<file path="config.mk">
export PLATFORM = sky130hd
export DESIGN_NAME = issue_dispatch
export DESIGN_NICKNAME = d
export VERILOG_FILES = /design/src/issue_pkg.sv /design/src/issue_dispatch.sv
export VERILOG_INCLUDE_DIRS = /design/src
export SDC_FILE = /design/constraint.sdc
export NUM_CORES = 1
export LEC_CHECK = 0
export BUFFER_PORTS_ARGS = -buffer_cell sky130_fd_sc_hd__buf_2
export CAP_MARGIN = 20
export CELL_PAD_IN_SITES_DETAIL_PLACEMENT = 1
export CELL_PAD_IN_SITES_GLOBAL_PLACEMENT = 2
export CORE_AREA = 2 2 511 513
export DETAILED_ROUTE_END_ITERATION = 8
export DIE_AREA = 0 0 513 515
export PLACE_DENSITY = 0.31
export SKIP_LAST_GASP = 1
export SYNTH_ARGS = -nofsm -noshare
export SYNTH_HDL_FRONTEND = slang
export SYNTH_SLANG_ARGS = --single-unit
</file>
<file path="constraint.sdc">
create_clock -name clk -period 47.8 [get_ports clk]
set_clock_uncertainty 0.1 [all_clocks]
set_input_delay 9.56 -clock clk [delete_from_list [all_inputs] [get_ports clk]]
set_output_delay 9.56 -clock clk [all_outputs]
set_load 0.01 [all_outputs]
</file>
<file path="src/issue_defines.svh">
`ifndef ISSUE_DEFINES_SVH
`define ISSUE_DEFINES_SVH

// Sizing of the issue stage, shared by the package and the RTL

// Number of warps scheduled by the core
`define ISSUE_NUM_WARPS 4

// Thread lanes per warp
`define ISSUE_NUM_THREADS 4

// Architectural registers per warp
`define ISSUE_NUM_REGS 32

// Data width of one lane
`define ISSUE_XLEN 32

// Entries in each per-warp instruction FIFO, kept a power of two
`define ISSUE_IBUF_DEPTH 4

// Width of the stall counters
`define ISSUE_PERF_BITS 16

// Tag width carried with each instruction
`define ISSUE_UUID_BITS 8

// Opcode width inside an execution unit
`define ISSUE_OP_BITS 4

`endif

</file>
<file path="src/issue_pkg.sv">
`include "issue_defines.svh"

package issue_pkg;

    // Width types
    typedef logic [$clog2(`ISSUE_NUM_WARPS)-1:0] wid_t;
    typedef logic [$clog2(`ISSUE_NUM_REGS)-1:0]  reg_idx_t;
    typedef logic [`ISSUE_XLEN-1:0]              word_t;
    typedef logic [`ISSUE_NUM_THREADS-1:0]       tmask_t;
    typedef logic [`ISSUE_UUID_BITS-1:0]         uuid_t;
    typedef logic [`ISSUE_PERF_BITS-1:0]         perf_cnt_t;

    // Target execution unit of an instruction
    typedef enum logic [1:0] {
        ex_alu,
        ex_lsu,
        ex_sfu
    } ex_type_e;

    // Scoreboard keeps its pick while the operand stage is stalled
    typedef enum logic {
        sel_idle,
        sel_hold
    } sel_state_e;

    // Decoded instruction as it leaves the decoder
    typedef struct packed {
        uuid_t                   uuid;
        wid_t                    wid;
        tmask_t                  tmask;
        ex_type_e                ex_type;
        logic [`ISSUE_OP_BITS-1:0] op;
        logic                    wb;
        reg_idx_t                rd;
        reg_idx_t                rs1;
        reg_idx_t                rs2;
        word_t                   imm;
    } decode_t;

    // Result returning from an execution unit
    typedef struct packed {
        wid_t                                wid;
        reg_idx_t                            rd;
        tmask_t                              tmask;
        word_t [`ISSUE_NUM_THREADS-1:0]      data;
    } writeback_t;

    // Instruction together with its source operands for every lane
    typedef struct packed {
        decode_t                             inst;
        word_t [`ISSUE_NUM_THREADS-1:0]      rs1_data;
        word_t [`ISSUE_NUM_THREADS-1:0]      rs2_data;
    } operands_t;

endpackage

</file>
<file path="src/issue_dispatch.sv">
`timescale 1ns/1ps

module issue_dispatch (
    input  logic                 clk,
    input  logic                 reset,
    input  logic                 opd_valid,
    input  issue_pkg::operands_t opd_data,
    output logic                 opd_ready,
    output logic                 alu_valid,
    output issue_pkg::operands_t alu_data,
    input  logic                 alu_ready,
    output logic                 lsu_valid,
    output issue_pkg::operands_t lsu_data,
    input  logic                 lsu_ready,
    output logic                 sfu_valid,
    output issue_pkg::operands_t sfu_data,
    input  logic                 sfu_ready,
    output logic                 dispatch_stall
);
    localparam int NUM_UNITS = 3;

    // Unit slots follow the ex_type encoding: ALU, LSU, SFU
    logic [NUM_UNITS-1:0] unit_valid;
    logic [NUM_UNITS-1:0] unit_ready;
    logic [NUM_UNITS-1:0] unit_sel;
    issue_pkg::operands_t unit_data [NUM_UNITS];

    assign unit_ready = {sfu_ready, lsu_ready, alu_ready};

    always_comb begin
        for (int u = 0; u < NUM_UNITS; u++) begin
            unit_sel[u] = (opd_data.inst.ex_type == issue_pkg::ex_type_e'(u));
        end
    end

    // Only the target slot matters, so a stalled unit does not block the others
    assign opd_ready      = |(unit_sel & (~unit_valid | unit_ready));
    assign dispatch_stall = opd_valid && !opd_ready;

    always_ff @(posedge clk) begin
        if (reset) begin
            unit_valid <= '0;
        end else begin
            for (int u = 0; u < NUM_UNITS; u++) begin
                if (opd_valid && opd_ready && unit_sel[u]) begin
                    unit_valid[u] <= 1'b1;
                end else if (unit_ready[u]) begin
                    unit_valid[u] <= 1'b0;
                end
            end
        end
    end

    always_ff @(posedge clk) begin
        for (int u = 0; u < NUM_UNITS; u++) begin
            if (opd_valid && opd_ready && unit_sel[u]) begin
                unit_data[u] <= opd_data;
            end
        end
    end

    assign alu_valid = unit_valid[0];
    assign alu_data  = unit_data[0];
    assign lsu_valid = unit_valid[1];
    assign lsu_data  = unit_data[1];
    assign sfu_valid = unit_valid[2];
    assign sfu_data  = unit_data[2];

endmodule

</file>
==> metrics.cfg <==
[grt]
grt.total_usage_pct = 10.2
grt_max_degree = 106
grt.overflow.total = 0
first_global_vias = 17815
antenna_found_initial = 70
grt_pass1_wl_mm = 180

[synth]
synthTopCellsByArea = edfxtp_1 (99%), dfxtp_1 (0.20%), nand2b_1 (0.064%), nand3b_1 (0.051%), nor2b_1 (0.043%)
syn_nets = 1324
syn_area_sq_mm = 0.0294
yosysTopAreaCell = edfxtp_1
synth_warnings = 0
synth_cell_types = 14
syn-instance-count = 994
synth_area_per_cell_sq_um = 29.5
seq_area_frac_synth_pct = 99.6
synth.top_cell.area_share_pct = 99.4
ys_seq_elements = 975

[pwr]
p_per_area_mw_per_mm2 = 45.0
ir_drop_mv = 0.0296
p_leak_nw = 16.2

[clocking]
cts.htree.levels = 4
postCtsHoldBufs = 0
cts_tree = built
cts_buffer_depth = 3
post_cts_buffers = 0
post_cts_resized = 0
clk_latency_ns = 0.76
clock-sinks = 975
clkTransAtPathRegs_ns = 0.06
cts_buffers = 130
cts_root_buf = clkbuf_16

[timing]
post-route-period-util_pct = 42.4
fmax_ghz = 0.0494
finalMaxSlewViolations = 0
hold_violations = 0
maxSlewHeadroom_pct = 34.9
rsz0062_at_grt = false
setup_ws_ns = 27.54
tns_ns = 0
tightest_slew_ns = 0.976
post-route-min-period_ns = 20.26
setup_viol = 0

[place]
gp_congestion = 0.737
pre_cts_ws_ns = 27.51
port_buffers = 1306
dpl.hpwl_mm = 108

[critical_path]
critical_path.most_common_cell = buf_2
cp_max_fo = 2
regToRegStartpoint = unit_valid[2]
end_kind = output pin
required_ns = 38.14
path_cells = buf_2 > nor2b_1 > a211o_1 > o211a_1 > buf_2
critPathKind = in2out
critPathArrivalTime_ns = 10.60
start_kind = primary input
rrSetupSlack_ns = 43.06
reg2regPathDepth = 7
crit_slowest_cell = o211a_1
slowest_delay_ns = 0.30
r2r-end = unit_data[0][906]

[floorplan]
io-pin-count = 1307
die_h_um = 515
die_area_sq_mm = 0.264
die_x_um = 513
coreArea_sq_mm = 0.259
rows = 187
start_util_pct = 11.4

[layout]
final_common_cell = buf_2
area_delta_synth_final_pct = 51.0
final_cell_mix = buf_2 (1,306), edfxtp_1 (972), clkbuf_16 (133), clkbuf_1 (33), clkinv_1 (32)
fin_nets = 2780
final_layout_size_suffix_gt1_share_pct = 58.6

[run]
cap_violations = 0

[drt]
drt_iter0_markers = 1019
wl_mm = 141
routed_via_density = 2.81
wl_per_cell_um = 23.6
vias = 16766
drc = 0
drt-pass1-iter-count = 5
ant_nets = 0

[worst_hold_path]
hold_depth = 2
hp-class = reg2reg
holdCritStartpoint = unit_valid[1]
hold_end = unit_valid[1]

[status]
status = finished clean

==> registers in the layout, summed over array words and instances (netlist names) <==
name	count
unit_data	972
unit_valid	3
==> worst max-delay path, delay by kind of cell <==
family	cells	cell delay [ns]
and+or+nand+nor	1	0.25
AOI/OAI and AO/OA	2	0.49
buffers and inverters	2	0.29
==> cell families after synthesis <==
logic type / count (synthesis) / synth area share (%)
flip-flops: 975 / 99.6
AND/OR/NAND/NOR: 13 / 0.251
AO/OA/AOI/OAI: 6 / 0.149
==> area by class of cell <==
| type | instances | area (sq um) |
|---|---|---|
| antenna | 18 | 45.0 |
| tap | 3402 | 4260 |
| fill | 28702 | 214000 |
| timing repair buffer | 1324 | 6700 |
| sequential | 975 | 29200 |
| clock buffer | 166 | 3450 |
| clock inverter | 64 | 498 |
| multi-input combinational | 19 | 138 |
==> where the power goes <==
part	leakage [nW]	switching, mW	internal (mW)
Combinational	5.30	0.0659	0.0254
Clock	1.92	0.393	0.534
Sequential	8.95	0.00555	0.971
==> worst max path at each step <==
stage,start,end,slack [ns]
floorplan,opd_data[309],unit_data[0][0],14.51
global placement,opd_data[308],dispatch_stall,27.50
global route,lsu_ready,dispatch_stall,27.48
detailed placement,lsu_ready,dispatch_stall,27.51
CTS,lsu_ready,dispatch_stall,27.50
finish,lsu_ready,dispatch_stall,27.54
==> synth_stat cells <==
master    count
edfxtp_1    972
dfxtp_1       3
nand2b_1      3
nor2_1        3
a21oi_1       2
nand3b_1      2
nor2b_1       2
a211o_1       1
nand2_1       1
nor3_1        1
nor3b_1       1
o211a_1       1
o21ai_0       1
o21ba_1       1
==> stage by stage <==
| step | area [sq um] | hold slack, ns | power, mW | instances | utilization (%) |
|---|---|---|---|---|---|
| floorplan | 29400 | 0.391 | 1.03 | 994 | - |
| global placement | 40300 | 0.401 | 1.09 | 5720 | 15.6 |
| detailed placement | 40300 | 0.395 | 1.09 | 5720 | 15.6 |
| CTS | 44300 | 0.411 | 2.05 | 5950 | 17.1 |
| global route | 44300 | 0.450 | 2.08 | 5956 | 17.1 |
| finish | 44300 | 0.414 | 1.99 | 5968 | 17.1 |
==> metal layers <==
layer	wire, um	track usage (%)
met1	50700	10.5
met3	18900	6.36
met4	4250	3.47
met2	66800	16.9
met5	380	0
(Power assumes the default switching activity.)
