`src/issue_defines.svh`:
```
`ifndef ISSUE_DEFINES_SVH
`define ISSUE_DEFINES_SVH

// Sizing of the issue stage, shared by the package and the RTL

// Number of warps scheduled by the core
`define ISSUE_NUM_WARPS 4

// Thread lanes per warp
`define ISSUE_NUM_THREADS 4

// Architectural registers per warp
`define ISSUE_NUM_REGS 32

// Data width of one lane
`define ISSUE_XLEN 32

// Entries in each per-warp instruction FIFO, kept a power of two
`define ISSUE_IBUF_DEPTH 4

// Width of the stall counters
`define ISSUE_PERF_BITS 16

// Tag width carried with each instruction
`define ISSUE_UUID_BITS 8

// Opcode width inside an execution unit
`define ISSUE_OP_BITS 4

`endif

```
`src/issue_pkg.sv`:
```
`include "issue_defines.svh"

package issue_pkg;

    // Width types
    typedef logic [$clog2(`ISSUE_NUM_WARPS)-1:0] wid_t;
    typedef logic [$clog2(`ISSUE_NUM_REGS)-1:0]  reg_idx_t;
    typedef logic [`ISSUE_XLEN-1:0]              word_t;
    typedef logic [`ISSUE_NUM_THREADS-1:0]       tmask_t;
    typedef logic [`ISSUE_UUID_BITS-1:0]         uuid_t;
    typedef logic [`ISSUE_PERF_BITS-1:0]         perf_cnt_t;

    // Target execution unit of an instruction
    typedef enum logic [1:0] {
        ex_alu,
        ex_lsu,
        ex_sfu
    } ex_type_e;

    // Scoreboard keeps its pick while the operand stage is stalled
    typedef enum logic {
        sel_idle,
        sel_hold
    } sel_state_e;

    // Decoded instruction as it leaves the decoder
    typedef struct packed {
        uuid_t                   uuid;
        wid_t                    wid;
        tmask_t                  tmask;
        ex_type_e                ex_type;
        logic [`ISSUE_OP_BITS-1:0] op;
        logic                    wb;
        reg_idx_t                rd;
        reg_idx_t                rs1;
        reg_idx_t                rs2;
        word_t                   imm;
    } decode_t;

    // Result returning from an execution unit
    typedef struct packed {
        wid_t                                wid;
        reg_idx_t                            rd;
        tmask_t                              tmask;
        word_t [`ISSUE_NUM_THREADS-1:0]      data;
    } writeback_t;

    // Instruction together with its source operands for every lane
    typedef struct packed {
        decode_t                             inst;
        word_t [`ISSUE_NUM_THREADS-1:0]      rs1_data;
        word_t [`ISSUE_NUM_THREADS-1:0]      rs2_data;
    } operands_t;

endpackage

```
`src/issue_ibuffer.sv`:
```
`timescale 1ns/1ps
`include "issue_defines.svh"

module issue_ibuffer (
    input  logic                                      clk,
    input  logic                                      reset,
    input  logic                                      decode_valid,
    input  issue_pkg::decode_t                        decode_data,
    output logic                                      decode_ready,
    output logic [`ISSUE_NUM_WARPS-1:0]               head_valid,
    output issue_pkg::decode_t [`ISSUE_NUM_WARPS-1:0] head_data,
    input  logic [`ISSUE_NUM_WARPS-1:0]               head_pop
);
    localparam int PTR_W = $clog2(`ISSUE_IBUF_DEPTH);
    localparam int CNT_W = $clog2(`ISSUE_IBUF_DEPTH + 1);

    issue_pkg::decode_t mem [`ISSUE_NUM_WARPS][`ISSUE_IBUF_DEPTH];
    logic [PTR_W-1:0] rd_ptr [`ISSUE_NUM_WARPS];
    logic [PTR_W-1:0] wr_ptr [`ISSUE_NUM_WARPS];
    logic [CNT_W-1:0] count [`ISSUE_NUM_WARPS];
    logic [`ISSUE_NUM_WARPS-1:0] full;
    logic [`ISSUE_NUM_WARPS-1:0] push;
    logic [`ISSUE_NUM_WARPS-1:0] pop;

    always_comb begin
        for (int w = 0; w < `ISSUE_NUM_WARPS; w++) begin
            full[w]       = (count[w] == CNT_W'(`ISSUE_IBUF_DEPTH));
            head_valid[w] = (count[w] != '0);
            head_data[w]  = mem[w][rd_ptr[w]];
            push[w]       = decode_valid && decode_ready
                            && (decode_data.wid == issue_pkg::wid_t'(w));
            pop[w]        = head_pop[w] && head_valid[w];
        end
    end

    // One full warp blocks the decoder, since the next wid is not known in advance
    assign decode_ready = ~|full;

    always_ff @(posedge clk) begin
        if (reset) begin
            for (int w = 0; w < `ISSUE_NUM_WARPS; w++) begin
                rd_ptr[w] <= '0;
                wr_ptr[w] <= '0;
                count[w]  <= '0;
            end
        end else begin
            for (int w = 0; w < `ISSUE_NUM_WARPS; w++) begin
                if (push[w]) begin
                    wr_ptr[w] <= wr_ptr[w] + 1'b1;
                end
                if (pop[w]) begin
                    rd_ptr[w] <= rd_ptr[w] + 1'b1;
                end
                if (push[w] && !pop[w]) begin
                    count[w] <= count[w] + 1'b1;
                end else if (pop[w] && !push[w]) begin
                    count[w] <= count[w] - 1'b1;
                end
            end
        end
    end

    always_ff @(posedge clk) begin
        for (int w = 0; w < `ISSUE_NUM_WARPS; w++) begin
            if (push[w]) begin
                mem[w][wr_ptr[w]] <= decode_data;
            end
        end
    end

endmodule

```
`config.mk`:
```
export PLATFORM = sky130hd
export DESIGN_NAME = issue_ibuffer
export DESIGN_NICKNAME = d
export VERILOG_FILES = /design/src/issue_pkg.sv /design/src/issue_ibuffer.sv
export VERILOG_INCLUDE_DIRS = /design/src
export SDC_FILE = /design/constraint.sdc
export NUM_CORES = 1
export LEC_CHECK = 0
export BUFFER_PORTS_ARGS = -buffer_cell sky130_fd_sc_hd__buf_2
export CORE_UTILIZATION = 64
export CTS_BUF_LIST = sky130_fd_sc_hd__clkbuf_16
export CTS_CLUSTER_DIAMETER = 120
export DETAILED_ROUTE_END_ITERATION = 12
export PLACE_DENSITY = 0.85
export SYNTH_ARGS = -nofsm -noshare
export SYNTH_HDL_FRONTEND = slang
export SYNTH_SLANG_ARGS = --single-unit
export TNS_END_PERCENT = 50
```
`constraint.sdc`:
```
create_clock -name clk -period 7.2 [get_ports clk]
set_input_delay 1.44 -clock clk [delete_from_list [all_inputs] [get_ports clk]]
set_output_delay 1.44 -clock clk [all_outputs]
set_load 0.01 [all_outputs]
```
==> impl_metrics.csv <==
group,metric,value,unit
run_status,status,"finished, final reports clean",
routing,drc,0,
clock_tree,post_cts_buffers,0,
grt,overflow,0,
clock_tree,h-tree-depth,3,
placement,dp_hpwl,53460,µm
finish,drive_gt1_share,39.12,%
finish,nNetsFinal,2101,
power,power,14.77,mW
grt,grt_use_total,32.82,%
power,seqPwrFrac,50.2,%
yosys,synth.top_cell.area_share,81.63,%
sta,hold_viol_final,0,
sta,fin_skew,0.02552,ns
floorplan,die-width,255.3,µm
floorplan,io_pins,352,
worst_setup_path,worstPathArrival,3.26,ns
yosys,synth_area_per_cell,25.66,µm²
yosys,synth_area,41050,µm²
yosys,synth_edf_count,1116,
worst_setup_path,worstPathCellList,"buf_4 -> mux4_2 -> buf_2",
floorplan,rows,92,
power,switching_share,24.91,%
grt,grt_max_degree,71,
grt,grt_pass1_wl,147300,µm
worst_setup_path,crit_required,5.76,ns
finish,area_growth,14.49,%
sta,max_freq,213.0,MHz
routing,drt_iter0_drc,2666,
clock_tree,cts.sinks,1116,
sta,setup_viol,0,
sta,slew_headroom,10.20,%
routing,totalWireLength,104300,µm
routing,vias,19960,
sta,setup_tns,0,ns
run,drv_cap,0,
clock_tree,post_cts_resized,0,
worst_setup_path,worstPathMaxFanout,50,
grt,grt_pass1_vias,20200,
finish,fin_cells,2933,
routing,vias_per_cell,6.805,
yosys,synth_flop_cell,"edfxtp_1",
clock_tree,hold_buffers,0,
floorplan,initial_core_util,64.96,%
placement,dp.cells,2743,
yosys,synth.distinct_cells,37,
worst_setup_path,critPathTopFamily,"buffers and inverters",
worst_setup_path,crit_cells,3,
placement,port_buffers,351,
floorplan,die_area,65170,µm²
worst_setup_path,critPathKind,"flop to primary output",
yosys,ys_warn_count,0,
worst_setup_path,worst_setup_path_end_kind,"primary output",
routing,firstDrtPassIters,5,
hold_path,min_path_type,"flop to flop",
worst_setup_path,startpoint_type,"flop",
yosys,netlist_instances,1600,
finish,num-fill-cells,3157,
yosys,syn_nets,1697,
floorplan,die_h,255.3,µm
placement,gp_congestion,0.7657,
power,peakVddDrop,0.2167,mV
worst_setup_path,r2r_cells,7,
power,power_frac_comb,13.4,%
worst_setup_path,cp_num_buf_inv,2,
clock_tree,clk_pin_slew,0.06,ns
worst_setup_path,cp_slowest_cell,"edfxtp_1",
routing,postRouteAntennaNets,0,
sta,fin_crit_sh,65.21,%
clock_tree,clockRootBuffer,"clkbuf_16",
power,power_leakage,15.28,nW
sta,worst_pin_slew,1.347,ns
yosys,ys_seq_elements,1116,
routing,wl_per_cell,35.54,µm
power,power_density,314.2,nW/µm²
yosys,yosysSeqAreaShare,81.63,%
grt,antenna_found_initial,2,
clock_tree,tritoncts.num_buffers,105,
sta,period_minus_slack,4.695,ns
yosys,synth_area_leader_cell,"edfxtp_1",
sta,rsz0062_at_grt,"no",
sta,drv_slew,0,
power,p_int,11.09,mW
clock_tree,cts_buffer_depth,3,
yosys,async_flop_share,0,%
clock_tree,clk-insertion-delay-late,0.68,ns
power,clkPwrFrac,36.4,%
clock_tree,cts_tree,"built",
yosys,ys_top_cells_by_area,"edfxtp_1 (82%), mux4_2 (15%), ha_1 (0.58%)",
power,p_sw,3.678,mW
hold_path,hold_path_depth,1,
floorplan,core,63200,µm²
worst_setup_path,slowest_delay,1.02,ns
[flip-flops by register name (all words and copies together) (netlist names)]
register	cells
rd_ptr	8
mem	1088
count	12
wr_ptr	8
[layout by cell type, fill, tap and decap left out, types with 2 or more instances in the layout]
master,count
nor3b_4,2
xnor2_1,10
nand4b_1,4
nand2b_1,12
or3_1,8
nor3_1,18
clkinv_1,25
inv_1,32
nand2_1,4
ha_1,19
clkbuf_16,106
nor3b_1,5
clkinv_2,21
buf_2,351
edfxtp_1,1116
inv_6,3
fa_1,3
bufinv_16,8
mux4_2,272
buf_4,16
nand3_1,3
a21oi_1,4
and2_4,16
or3_2,2
clkinvlp_4,6
clkinv_8,3
[routing by layer]
metal  GRT usage (%)  up-vias  part of all wire [%]
met2           54.34     1603                    51
met3           5.288      166                    10
met4           10.71        2                   3.1
met1           45.66    10520                    35
met5               0        -                0.0077
li1                -     7664                     -
[path summary, 6_finish.rpt]
path	start	end	slack (ns)
worst max-delay path	rd_ptr[2][1]	head_data[143]	2.51
worst min-delay path	count[3][0]	count[3][0]	0.62
worst max register to register	count[3][0]	mem[0][267]	3.58
worst min register to register	count[3][0]	count[3][0]	0.62
[cell families (layout without fill, tap and decap cells)]
group                      after synthesis  after routing  share of synthesized area (%)
adders and majority gates               22             22                         0.7254
muxes                                  272            272                          14.92
buffers and inverters                   87            573                         0.9478
and+or+nand+nor                         85             85                          1.399
xor gates and xnor gates                11             11                         0.2347
other                                    0              1                              0
DFF                                   1116           1116                          81.63
AOI/OAI and AO/OA                        7              7                         0.1432
[synth_stat cells (2+ instances only)]
cell type,count
nand3_1,3
fa_1,3
nand2_1,4
edfxtp_1,1116
nor3b_4,2
nand4b_1,4
nor3b_1,5
buf_2,32
inv_1,16
or3_2,2
clkbuf_1,34
mux4_2,272
buf_4,2
nor3_1,18
or3_1,8
buf_6,2
a21oi_1,4
xnor2_1,10
and2_2,5
nand2b_1,12
and2_1,12
ha_1,19
[power groups by stage]
stage | Combinational [mW] | Clock (mW) | Sequential [mW]
after floorplan | 1.14 | 0 | 7.50
after global placement | 1.89 | 0 | 7.52
after detailed placement | 1.94 | 0 | 7.53
after CTS | 1.99 | 5.41 | 7.41
after global routing | 2.07 | 5.62 | 7.42
final | 1.99 | 5.37 | 7.41
[through the flow]
step                utilization (%)  hold slack, ns  instance area [µm²]  worst slack (ns)
floorplan                         -          0.5648                41050             3.386
global placement              69.18          0.5856                43720             3.320
detailed placement            69.18          0.5949                43720             3.225
CTS                           74.37          0.6142                47000             2.499
global route                  74.37          0.6313                47000             2.490
finish                        74.37          0.6196                47000             2.505
[worst reg2reg max path, cell delays in order, from the launching register on]
cell and delay [ns]:
edfxtp_1 0.39, inv_1 0.10, ha_1 0.25, and2_2 0.23, a2111oi_4 0.51, and4bb_2 0.50, and2_4 0.19, buf_4 0.82
[cell type report]
type	count	area, µm²	share of cell area (%)
sequential	1116	33510	71.30
multi-input combinational	397	7188	15.29
clock buffer	106	2653	5.644
timing repair buffer	368	1897	4.036
tap	846	1059	2.252
clock inverter	83	630.6	1.342
inverter	16	60.06	0.1278
antenna	1	2.502	0.005324
No activity file was read; power rests on OpenSTA's default activity.
