## src/issue_defines.svh

```systemverilog
`ifndef ISSUE_DEFINES_SVH
`define ISSUE_DEFINES_SVH

// Sizing of the issue stage, shared by the package and the RTL

// Number of warps scheduled by the core
`define ISSUE_NUM_WARPS 4

// Thread lanes per warp
`define ISSUE_NUM_THREADS 4

// Architectural registers per warp
`define ISSUE_NUM_REGS 32

// Data width of one lane
`define ISSUE_XLEN 32

// Entries in each per-warp instruction FIFO, kept a power of two
`define ISSUE_IBUF_DEPTH 4

// Width of the stall counters
`define ISSUE_PERF_BITS 16

// Tag width carried with each instruction
`define ISSUE_UUID_BITS 8

// Opcode width inside an execution unit
`define ISSUE_OP_BITS 4

`endif

```

## src/issue_pkg.sv

```systemverilog
`include "issue_defines.svh"

package issue_pkg;

    // Width types
    typedef logic [$clog2(`ISSUE_NUM_WARPS)-1:0] wid_t;
    typedef logic [$clog2(`ISSUE_NUM_REGS)-1:0]  reg_idx_t;
    typedef logic [`ISSUE_XLEN-1:0]              word_t;
    typedef logic [`ISSUE_NUM_THREADS-1:0]       tmask_t;
    typedef logic [`ISSUE_UUID_BITS-1:0]         uuid_t;
    typedef logic [`ISSUE_PERF_BITS-1:0]         perf_cnt_t;

    // Target execution unit of an instruction
    typedef enum logic [1:0] {
        ex_alu,
        ex_lsu,
        ex_sfu
    } ex_type_e;

    // Scoreboard keeps its pick while the operand stage is stalled
    typedef enum logic {
        sel_idle,
        sel_hold
    } sel_state_e;

    // Decoded instruction as it leaves the decoder
    typedef struct packed {
        uuid_t                   uuid;
        wid_t                    wid;
        tmask_t                  tmask;
        ex_type_e                ex_type;
        logic [`ISSUE_OP_BITS-1:0] op;
        logic                    wb;
        reg_idx_t                rd;
        reg_idx_t                rs1;
        reg_idx_t                rs2;
        word_t                   imm;
    } decode_t;

    // Result returning from an execution unit
    typedef struct packed {
        wid_t                                wid;
        reg_idx_t                            rd;
        tmask_t                              tmask;
        word_t [`ISSUE_NUM_THREADS-1:0]      data;
    } writeback_t;

    // Instruction together with its source operands for every lane
    typedef struct packed {
        decode_t                             inst;
        word_t [`ISSUE_NUM_THREADS-1:0]      rs1_data;
        word_t [`ISSUE_NUM_THREADS-1:0]      rs2_data;
    } operands_t;

endpackage

```

## src/issue_scoreboard.sv

```systemverilog
`timescale 1ns/1ps
`include "issue_defines.svh"

module issue_scoreboard (
    input  logic                                      clk,
    input  logic                                      reset,
    input  logic [`ISSUE_NUM_WARPS-1:0]               head_valid,
    input  issue_pkg::decode_t [`ISSUE_NUM_WARPS-1:0] head_data,
    output logic [`ISSUE_NUM_WARPS-1:0]               head_pop,
    input  logic                                      wb_valid,
    input  issue_pkg::writeback_t                     wb_data,
    output logic                                      sb_valid,
    output issue_pkg::decode_t                        sb_data,
    input  logic                                      sb_ready
);
    logic [`ISSUE_NUM_REGS-1:0] pending [`ISSUE_NUM_WARPS];
    logic [`ISSUE_NUM_WARPS-1:0] eligible;
    logic rr_found;
    issue_pkg::wid_t rr_wid;
    issue_pkg::wid_t last_wid;
    issue_pkg::wid_t held_wid;
    issue_pkg::wid_t sel_wid;
    issue_pkg::sel_state_e state;
    logic fire;

    // A head may go only when none of its registers waits for a result
    always_comb begin
        for (int w = 0; w < `ISSUE_NUM_WARPS; w++) begin
            eligible[w] = head_valid[w]
                          && !pending[w][head_data[w].rs1]
                          && !pending[w][head_data[w].rs2]
                          && !(head_data[w].wb && pending[w][head_data[w].rd]);
        end
    end

    // Round-robin search that starts at the warp after the last pick
    always_comb begin
        issue_pkg::wid_t cand;
        rr_found = 1'b0;
        rr_wid   = last_wid;
        for (int i = 1; i <= `ISSUE_NUM_WARPS; i++) begin
            cand = issue_pkg::wid_t'(int'(last_wid) + i);
            if (!rr_found && eligible[cand]) begin
                rr_found = 1'b1;
                rr_wid   = cand;
            end
        end
    end

    // While held, the chosen head cannot turn ineligible, as only its own issue sets bits
    assign sel_wid  = (state == issue_pkg::sel_hold) ? held_wid : rr_wid;
    assign sb_valid = (state == issue_pkg::sel_hold) ? head_valid[held_wid] : rr_found;
    assign sb_data  = head_data[sel_wid];
    assign fire     = sb_valid && sb_ready;
    assign head_pop = fire ? (`ISSUE_NUM_WARPS'(1) << sel_wid) : '0;

    always_ff @(posedge clk) begin
        if (reset) begin
            state    <= issue_pkg::sel_idle;
            last_wid <= '0;
            held_wid <= '0;
            for (int w = 0; w < `ISSUE_NUM_WARPS; w++) begin
                pending[w] <= '0;
            end
        end else begin
            if (wb_valid) begin
                pending[wb_data.wid][wb_data.rd] <= 1'b0;
            end
            // The issuing rd is never the one written back, so the order is harmless
            if (fire && sb_data.wb) begin
                pending[sel_wid][sb_data.rd] <= 1'b1;
            end
            if (fire) begin
                last_wid <= sel_wid;
                state    <= issue_pkg::sel_idle;
            end else if (sb_valid) begin
                held_wid <= sel_wid;
                state    <= issue_pkg::sel_hold;
            end
        end
    end

endmodule

```

## config.mk

```make
export PLATFORM = sky130hd
export DESIGN_NAME = issue_scoreboard
export DESIGN_NICKNAME = d
export VERILOG_FILES = /design/src/issue_pkg.sv /design/src/issue_scoreboard.sv
export VERILOG_INCLUDE_DIRS = /design/src
export SDC_FILE = /design/constraint.sdc
export NUM_CORES = 1
export LEC_CHECK = 0
export BUFFER_PORTS_ARGS = -buffer_cell sky130_fd_sc_hd__buf_2
export CAP_MARGIN = 20
export CORE_AREA = 4 4 187 189
export DETAILED_ROUTE_END_ITERATION = 6
export DIE_AREA = 0 0 191 193
export PLACE_DENSITY = 0.68
export SKIP_LAST_GASP = 1
export SYNTH_ARGS = -nofsm -noshare
export SYNTH_HDL_FRONTEND = slang
export SYNTH_SLANG_ARGS = --single-unit
```

## constraint.sdc

```tcl
create_clock -name clk -period 6.7 [get_ports clk]
set_input_delay 0.67 -clock clk [delete_from_list [all_inputs] [get_ports clk]]
set_output_delay 0.67 -clock clk [all_outputs]
set_load 0.05 [all_outputs]
```

==> run summary, run 1 <==
Cell taking the most area after synthesis: dfxtp_1
CP max-delay cell: or4_1
Final Setup Violations: 0
# hold bufs at CTS: 0
Vias in the first global route: 12868
Most frequent cells in the layout: buf_2, nand2_1, o21ai_0
Critical-path maximum fanout: 23
Sequential fraction of the synthesis area: 23.1%
Clock-pin slew on the worst setup and hold paths: 0.06 ns
Least-Margin Pin Slew: 1.10 ns
CTS tree: yes
Routed wl met3: 6680 um
Storage cell area: 0.00266 mm^2
Routability cong.: 0.987
Critical setup path kind: input pin to primary output
Total negative slack: 0 ns
Post-CTS Setup Bufs: 0
First-pass GRT wire length: 80200 um
Rows: 67
Syn avg cell area: 7.67 um^2
Outcome: finished clean
Drc violations: 0
Max-slew headroom: 26.6%
Post_cts resized: 0
Yosys cell types: 72
Initial antenna violation count: 24
Sink count of the clock tree: 133
Final Worst Setup Slack: 0.646 ns
Synth top area share: 23.1%
Grt ovf: 0
Die Width: 191 um
Layout cell share with drive strength beyond 1: 29.4%
Commonest non-fill, non-tap cell in the layout: buf_2
Total wire length: 55800 um
DP Worst Slack: 0.681 ns
CP Data Arrival Time: 5.38 ns
DR top layer: met5
Starting Density: 34.7%
H-tree levels: 4
DIE AREA: 0.0369 mm^2
Routed length on met1: 19900 um
Ys Warns: 0
Maxcap violations: 0
Clock skew: 0.00887 ns
WP data required: 6.03 ns
Max Buffers Root-to-Sink: 2
Routed vias: 13686
IO Pins: 492
Core Area: 0.0333 mm^2
Synth Cell Area: 0.0115 mm^2
Worst path cell trace: buf_2 > mux4_2 > mux4_2 > and2_1 > a41o_1 > or4_1 > nor3b_1 > a311oi_2 > a31o_4 > buf_4 > nand2_1 > and3_1 > a31oi_1 > buf_2
Multi-input logic area: 0.00831 mm^2
Syn_nets: 1924
Clk_lat worst skew: 0.43 ns
Met2 Wirelength: 25700 um
Final Cycle Share: 90.4%
Max VDD drop: 0.000188 V
CP Capture Type: primary output
Gr usage total: 28.7%
Via/cell ratio: 6.08
Clock root cell: clkbuf_16
DRT iter0 DRCs: 1729
Inserted Clock Buffers: 17
Leakage: 6.02 nW
Tmin final: 6.05 ns
Layout Area Growth over Synthesis: 24.1%
Fin nets: 2195
Port bufs: 359
Max stage delay on crit path: 0.64 ns
Synthesized netlist cell count: 1505
Ys flop type: dfxtp_1
Die Span Y: 193 um
Power per cell area: 265 mW/mm^2
Drt pass-1 iters: 6
Synth area leaders: dfxtp_1, mux4_2, o21ai_0
Slew Viols, Final: 0
Final hold vios: 0
RSZ-0062 raised after global routing: no
Largest net degree at the start of global routing: 93
Dpl hpwl: 42100 um
Max Freq: 0.165 GHz
Startpoint types: input pin
Post-synth EDFFs: 0
Asr flop ratio synth: 0%
Synthesized flop and latch total: 133
Antenna-violating nets left: 0
Routed WL per cell: 24.8 um
Fillcell total: 3429
Min-delay worst type: flop to flop
cell type report:
class                   instances  share of cell area (%)
clock buffers                  19                    3.02
inverters                      17                   0.445
multi-input cells            1222                    58.0
well taps                     448                    3.91
flip-flops and latches        133                    18.6
clock inverters                12                    1.26
diodes                         15                   0.262
repair buffers                385                    14.5
sequential cells by signal, indices dropped and copies added, names as in the netlist:
signal / flops
pending: 128
held_wid: 2
last_wid: 2
state: 1
cell usage after synthesis, drive strengths merged, types with 26 or more instances:
cell,instances
dfxtp,133
nor2b,111
a31oi,69
buf,31
mux2i,71
o31ai,26
and3,70
nand2,295
nand3,30
clkbuf,102
o21ai,234
a21oi,43
nor2,46
mux4,75
per-stage QoR:
step | std cells | hold slack [ns] | power (mW) | util (%) | instance area (um^2)
after floorplan | 1505 | 0.461 | 2.15 | - | 11500
after detailed placement | 2204 | 0.500 | 2.79 | 41.0 | 13700
final | 2251 | 0.507 | 3.80 | 43.0 | 14300
after CTS | 2235 | 0.508 | 3.78 | 42.9 | 14300
after global routing | 2246 | 0.540 | 3.93 | 43.0 | 14300
after global placement | 2204 | 0.491 | 2.78 | 41.0 | 13700
per-layer routing:
metal	GRT usage [%]	vias up
met4	17.7	22
met5	0	-
li1	-	6074
met3	9.56	215
met2	45.0	892
met1	34.3	6483
cell families after synthesis:
group                  synth area share (%)
AO/OA/AOI/OAI                          23.2
AND/OR/NAND/NOR                        26.6
buffers and inverters                  5.19
multiplexers                           22.0
flip-flops                             23.1
report_power, final:
group | total (mW) | leakage, nW | internal (mW) | switching, mW
registers | 0.814 | 1.07 | 0.799 | 0.0151
clock network | 1.00 | 0.293 | 0.622 | 0.380
logic | 1.98 | 4.65 | 0.509 | 1.47
total | 3.80 | 6.02 | 1.93 | 1.87
worst max-delay path, delay by kind of cell:
kind                   cells  cell delay [ns]
AO/OA/AOI/OAI              4             1.43
AND/OR/NAND/NOR            5             1.35
multiplexers               2             1.02
buffers and inverters      3             0.87
final timing paths:
kind	from	depth (start not counted)	slack [ns]	end
setup / recovery	head_data[173]	14	0.65	sb_data[38]
hold / removal	pending[3][16]	2	0.51	pending[3][16]
setup reg to reg	pending[2][31]	12	1.52	pending[3][5]
hold reg to reg	pending[3][16]	2	0.51	pending[3][16]
Power figures use the tool's default switching activity.
==> run 2, diff against run 1 <==
Settings changed: ABC_AREA set to 1, ABC_CLOCK_PERIOD_IN_PS set to 6700, PLACE_DENSITY 0.68 to 0.7.
==> run 2 against run 1 <==
Die area unchanged; power rose by 130%; utilization rose by 0.50 points; synthesized cell count rose by 41%; final area rose by 1.2%; fmax grew 6.8%; clock skew rose by 0.0033 ns; critical path type unchanged; critical endpoint is now sb_data[56]; highest routed layer unchanged.
==> run summary, run 2 <==
Outcome: finished clean
Clk_lat worst skew: 0.42 ns (about the same)
Top reg by flops: pending
Layout cell share with drive strength beyond 1: 20.6% (-8.8 points)
Max-slew headroom: 22.0% (-4.6 points)
IO Pins: 492 (unchanged)
Yosys cell types: 34 (-53%)
Drt pass-1 iters: 7 (+1)
Synth Cell Area: 0.0122 mm^2 (+5.7%)
CP Capture Type: primary output
Final hold vios: 0 (unchanged)
Cell taking the most area after synthesis: nand2_1
Clock skew: 0.0122 ns (+0.00330 ns)
DRT iter0 DRCs: 2202 (+27%)
Synth top area share: 24.5% (+1.4 points)
Grt ovf: 0 (unchanged)
Drc violations: 0 (unchanged)
Layout Area Growth over Synthesis: 18.8%
Critical-path maximum fanout: 46 (+100%)
Routed vias: 16221 (+19%)
Max stage delay on crit path: 0.52 ns (-0.12 ns)
Dpl hpwl: 46200 um (+9.7%)
Synth area leaders: nand2_1, dfxtp_1, nand3_1
# hold bufs at CTS: 0 (unchanged)
CP Data Arrival Time: 5.00 ns (-0.38 ns)
Synthesized netlist cell count: 2119 (+41%)
CP max-delay cell: buf_4
Via/cell ratio: 5.71 (-6.1%)
Multi-input logic area: 0.00798 mm^2 (-4.0%)
Total power: 8.65 mW (+130%)
Cell with the most instances after synthesis: nand2_1
Initial antenna violation count: 8 (-67%)
Asr flop ratio synth: 0% (unchanged)
Synth top cells by count: nand2_1, nand3_1, inv_1
Worst path cell trace: buf_2 > inv_2 > nand2_1 > nand3_1 > nand2_1 > nand2_1 > nand3_1 > nand3_1 > nand2_1 > nor2_2 > nand4_1 > nand3_2 > nand2_4 > nand2_4 > nand2_2 > nand2_2 > nand3_4 > nand2_4 > nand2_1 > inv_2 > buf_4 > a22oi_1 > nand3_1 > buf_2
Slew Viols, Final: 0 (unchanged)
Max VDD drop: 0.000643 V (+240%)
Vias in the first global route: 14532 (+13%)
Routed WL per cell: 21.0 um (-15%)
Gr usage total: 30.6% (+1.9 points)
Total negative slack: 0 ns (unchanged)
Total wire length: 59600 um (+6.7%)
Sequential fraction of the synthesis area: 21.8% (-1.2 points)
Routability cong.: 1.01 (+2.6%)
Ys Warns: 0 (unchanged)
Synthesized flop and latch total: 133 (unchanged)
Startpoint types: input pin
Core Area: 0.0333 mm^2 (unchanged)
Largest regs: pending x128, held_wid x2, last_wid x2
Final Cycle Share: 84.6% (-5.8 points)
Die Span Y: 193 um (unchanged)
Fin nets: 2796 (+27%)
Min-delay worst type: flop to flop
Max reg flops: 128 (unchanged)
Max Freq: 0.176 GHz (+6.8%)
Sink count of the clock tree: 133 (unchanged)
Critical setup path kind: input pin to primary output
Post-CTS Setup Bufs: 0 (unchanged)
Largest net degree at the start of global routing: 109 (+17%)
Leakage: 7.29 nW (+21%)
Clock-pin slew on the worst setup and hold paths: 0.06 ns (about the same)
WP data required: 6.03 ns (about the same)
First-pass GRT wire length: 87300 um (+8.8%)
Clock root cell: clkbuf_16
DIE AREA: 0.0369 mm^2 (unchanged)
Syn_nets: 2538 (+32%)
Commonest non-fill, non-tap cell in the layout: nand2_1
Post-synth EDFFs: 0 (unchanged)
Most frequent cells in the layout: nand2_1, nand3_1, buf_2
Final Setup Violations: 0 (unchanged)
Die Width: 191 um (unchanged)
Post_cts resized: 0 (unchanged)
Rows: 67 (unchanged)
RSZ-0062 raised after global routing: no
Fillcell total: 3599 (+5.0%)
Port bufs: 359 (unchanged)
H-tree levels: 4 (unchanged)
Tmin final: 5.67 ns (-0.387 ns)
Storage cell area: 0.00266 mm^2 (unchanged)
Power per cell area: 597 mW/mm^2 (+130%)
Max Buffers Root-to-Sink: 2 (unchanged)
Maxcap violations: 0 (unchanged)
Antenna-violating nets left: 0 (unchanged)
Starting Density: 36.7% (+2.0 points)
Least-Margin Pin Slew: 1.17 ns (+0.0694 ns)
CTS tree: yes
Syn avg cell area: 5.76 um^2 (-25%)
Inserted Clock Buffers: 17 (unchanged)
Ys flop type: dfxtp_1
CP dominant cell by count: nand2_1
==> run 2: final cells by class <==
type,count,area share [%]
flip-flops and latches,133,18.4
well taps,448,3.87
clock inverters,15,0.950
inverters,203,5.33
diodes,4,0.0691
clock buffers,17,2.94
repair buffers,374,13.4
multi-input cells,1648,55.1
==> run 2: path summary, 6_finish.rpt <==
path / endpoint / slack (ns) / startpoint / depth (start not counted)
max: sb_data[56] / 1.03 / head_data[105] / 24
min: pending[3][23] / 0.50 / pending[3][23] / 2
max reg2reg: pending[0][16] / 2.77 / pending[1][14] / 25
min reg2reg: pending[3][23] / 0.50 / pending[3][23] / 2
==> run 2: worst max-delay path: cells and delay by family <==
family | cells | cell delay [ns]
AND/OR/NAND/NOR | 18 | 2.26
buffers and inverters | 5 | 1.80
AO/OA/AOI/OAI | 1 | 0.23
==> run 2: metrics by stage <==
| stage | utilization, % | instances | setup slack [ns] | instance area (um^2) | hold WS [ns] |
|---|---|---|---|---|---|
| floorplan | - | 2119 | 2.63 | 12200 | 0.452 |
| global placement | 41.7 | 2805 | 1.11 | 13900 | 0.478 |
| detailed placement | 41.7 | 2805 | 1.12 | 13900 | 0.487 |
| CTS | 43.4 | 2837 | 1.11 | 14500 | 0.496 |
| global route | 43.5 | 2841 | 0.717 | 14500 | 0.521 |
| finish | 43.5 | 2842 | 1.03 | 14500 | 0.500 |
==> run 2: report_power, final <==
group | leakage (nW) | internal, mW | switching (mW) | total, mW
clock network | 0.274 | 0.491 | 0.419 | 0.910
logic | 5.95 | 1.33 | 5.56 | 6.89
registers | 1.07 | 0.814 | 0.0341 | 0.848
==> run 2: cell families (layout without fill, tap and decap cells) <==
logic type | Yosys count | count (layout) | synth area share, %
xor gates and xnor gates | 1 | 1 | 0.0718
other | 0 | 4 | 0
AOI/OAI and AO/OA | 315 | 315 | 16.6
and+or+nand+nor | 1332 | 1332 | 48.7
DFF | 133 | 133 | 21.8
buffers and inverters | 338 | 609 | 12.8
==> run 2: per-layer routing <==
layer / GRT usage (%) / vias up / share of wire [%]
met5: 0 / - / 0.037
met4: 15.2 / 4 / 5.6
met3: 5.76 / 169 / 10
met2: 51.8 / 1080 / 47
met1: 37.4 / 7381 / 37
li1: - / 7587 / -
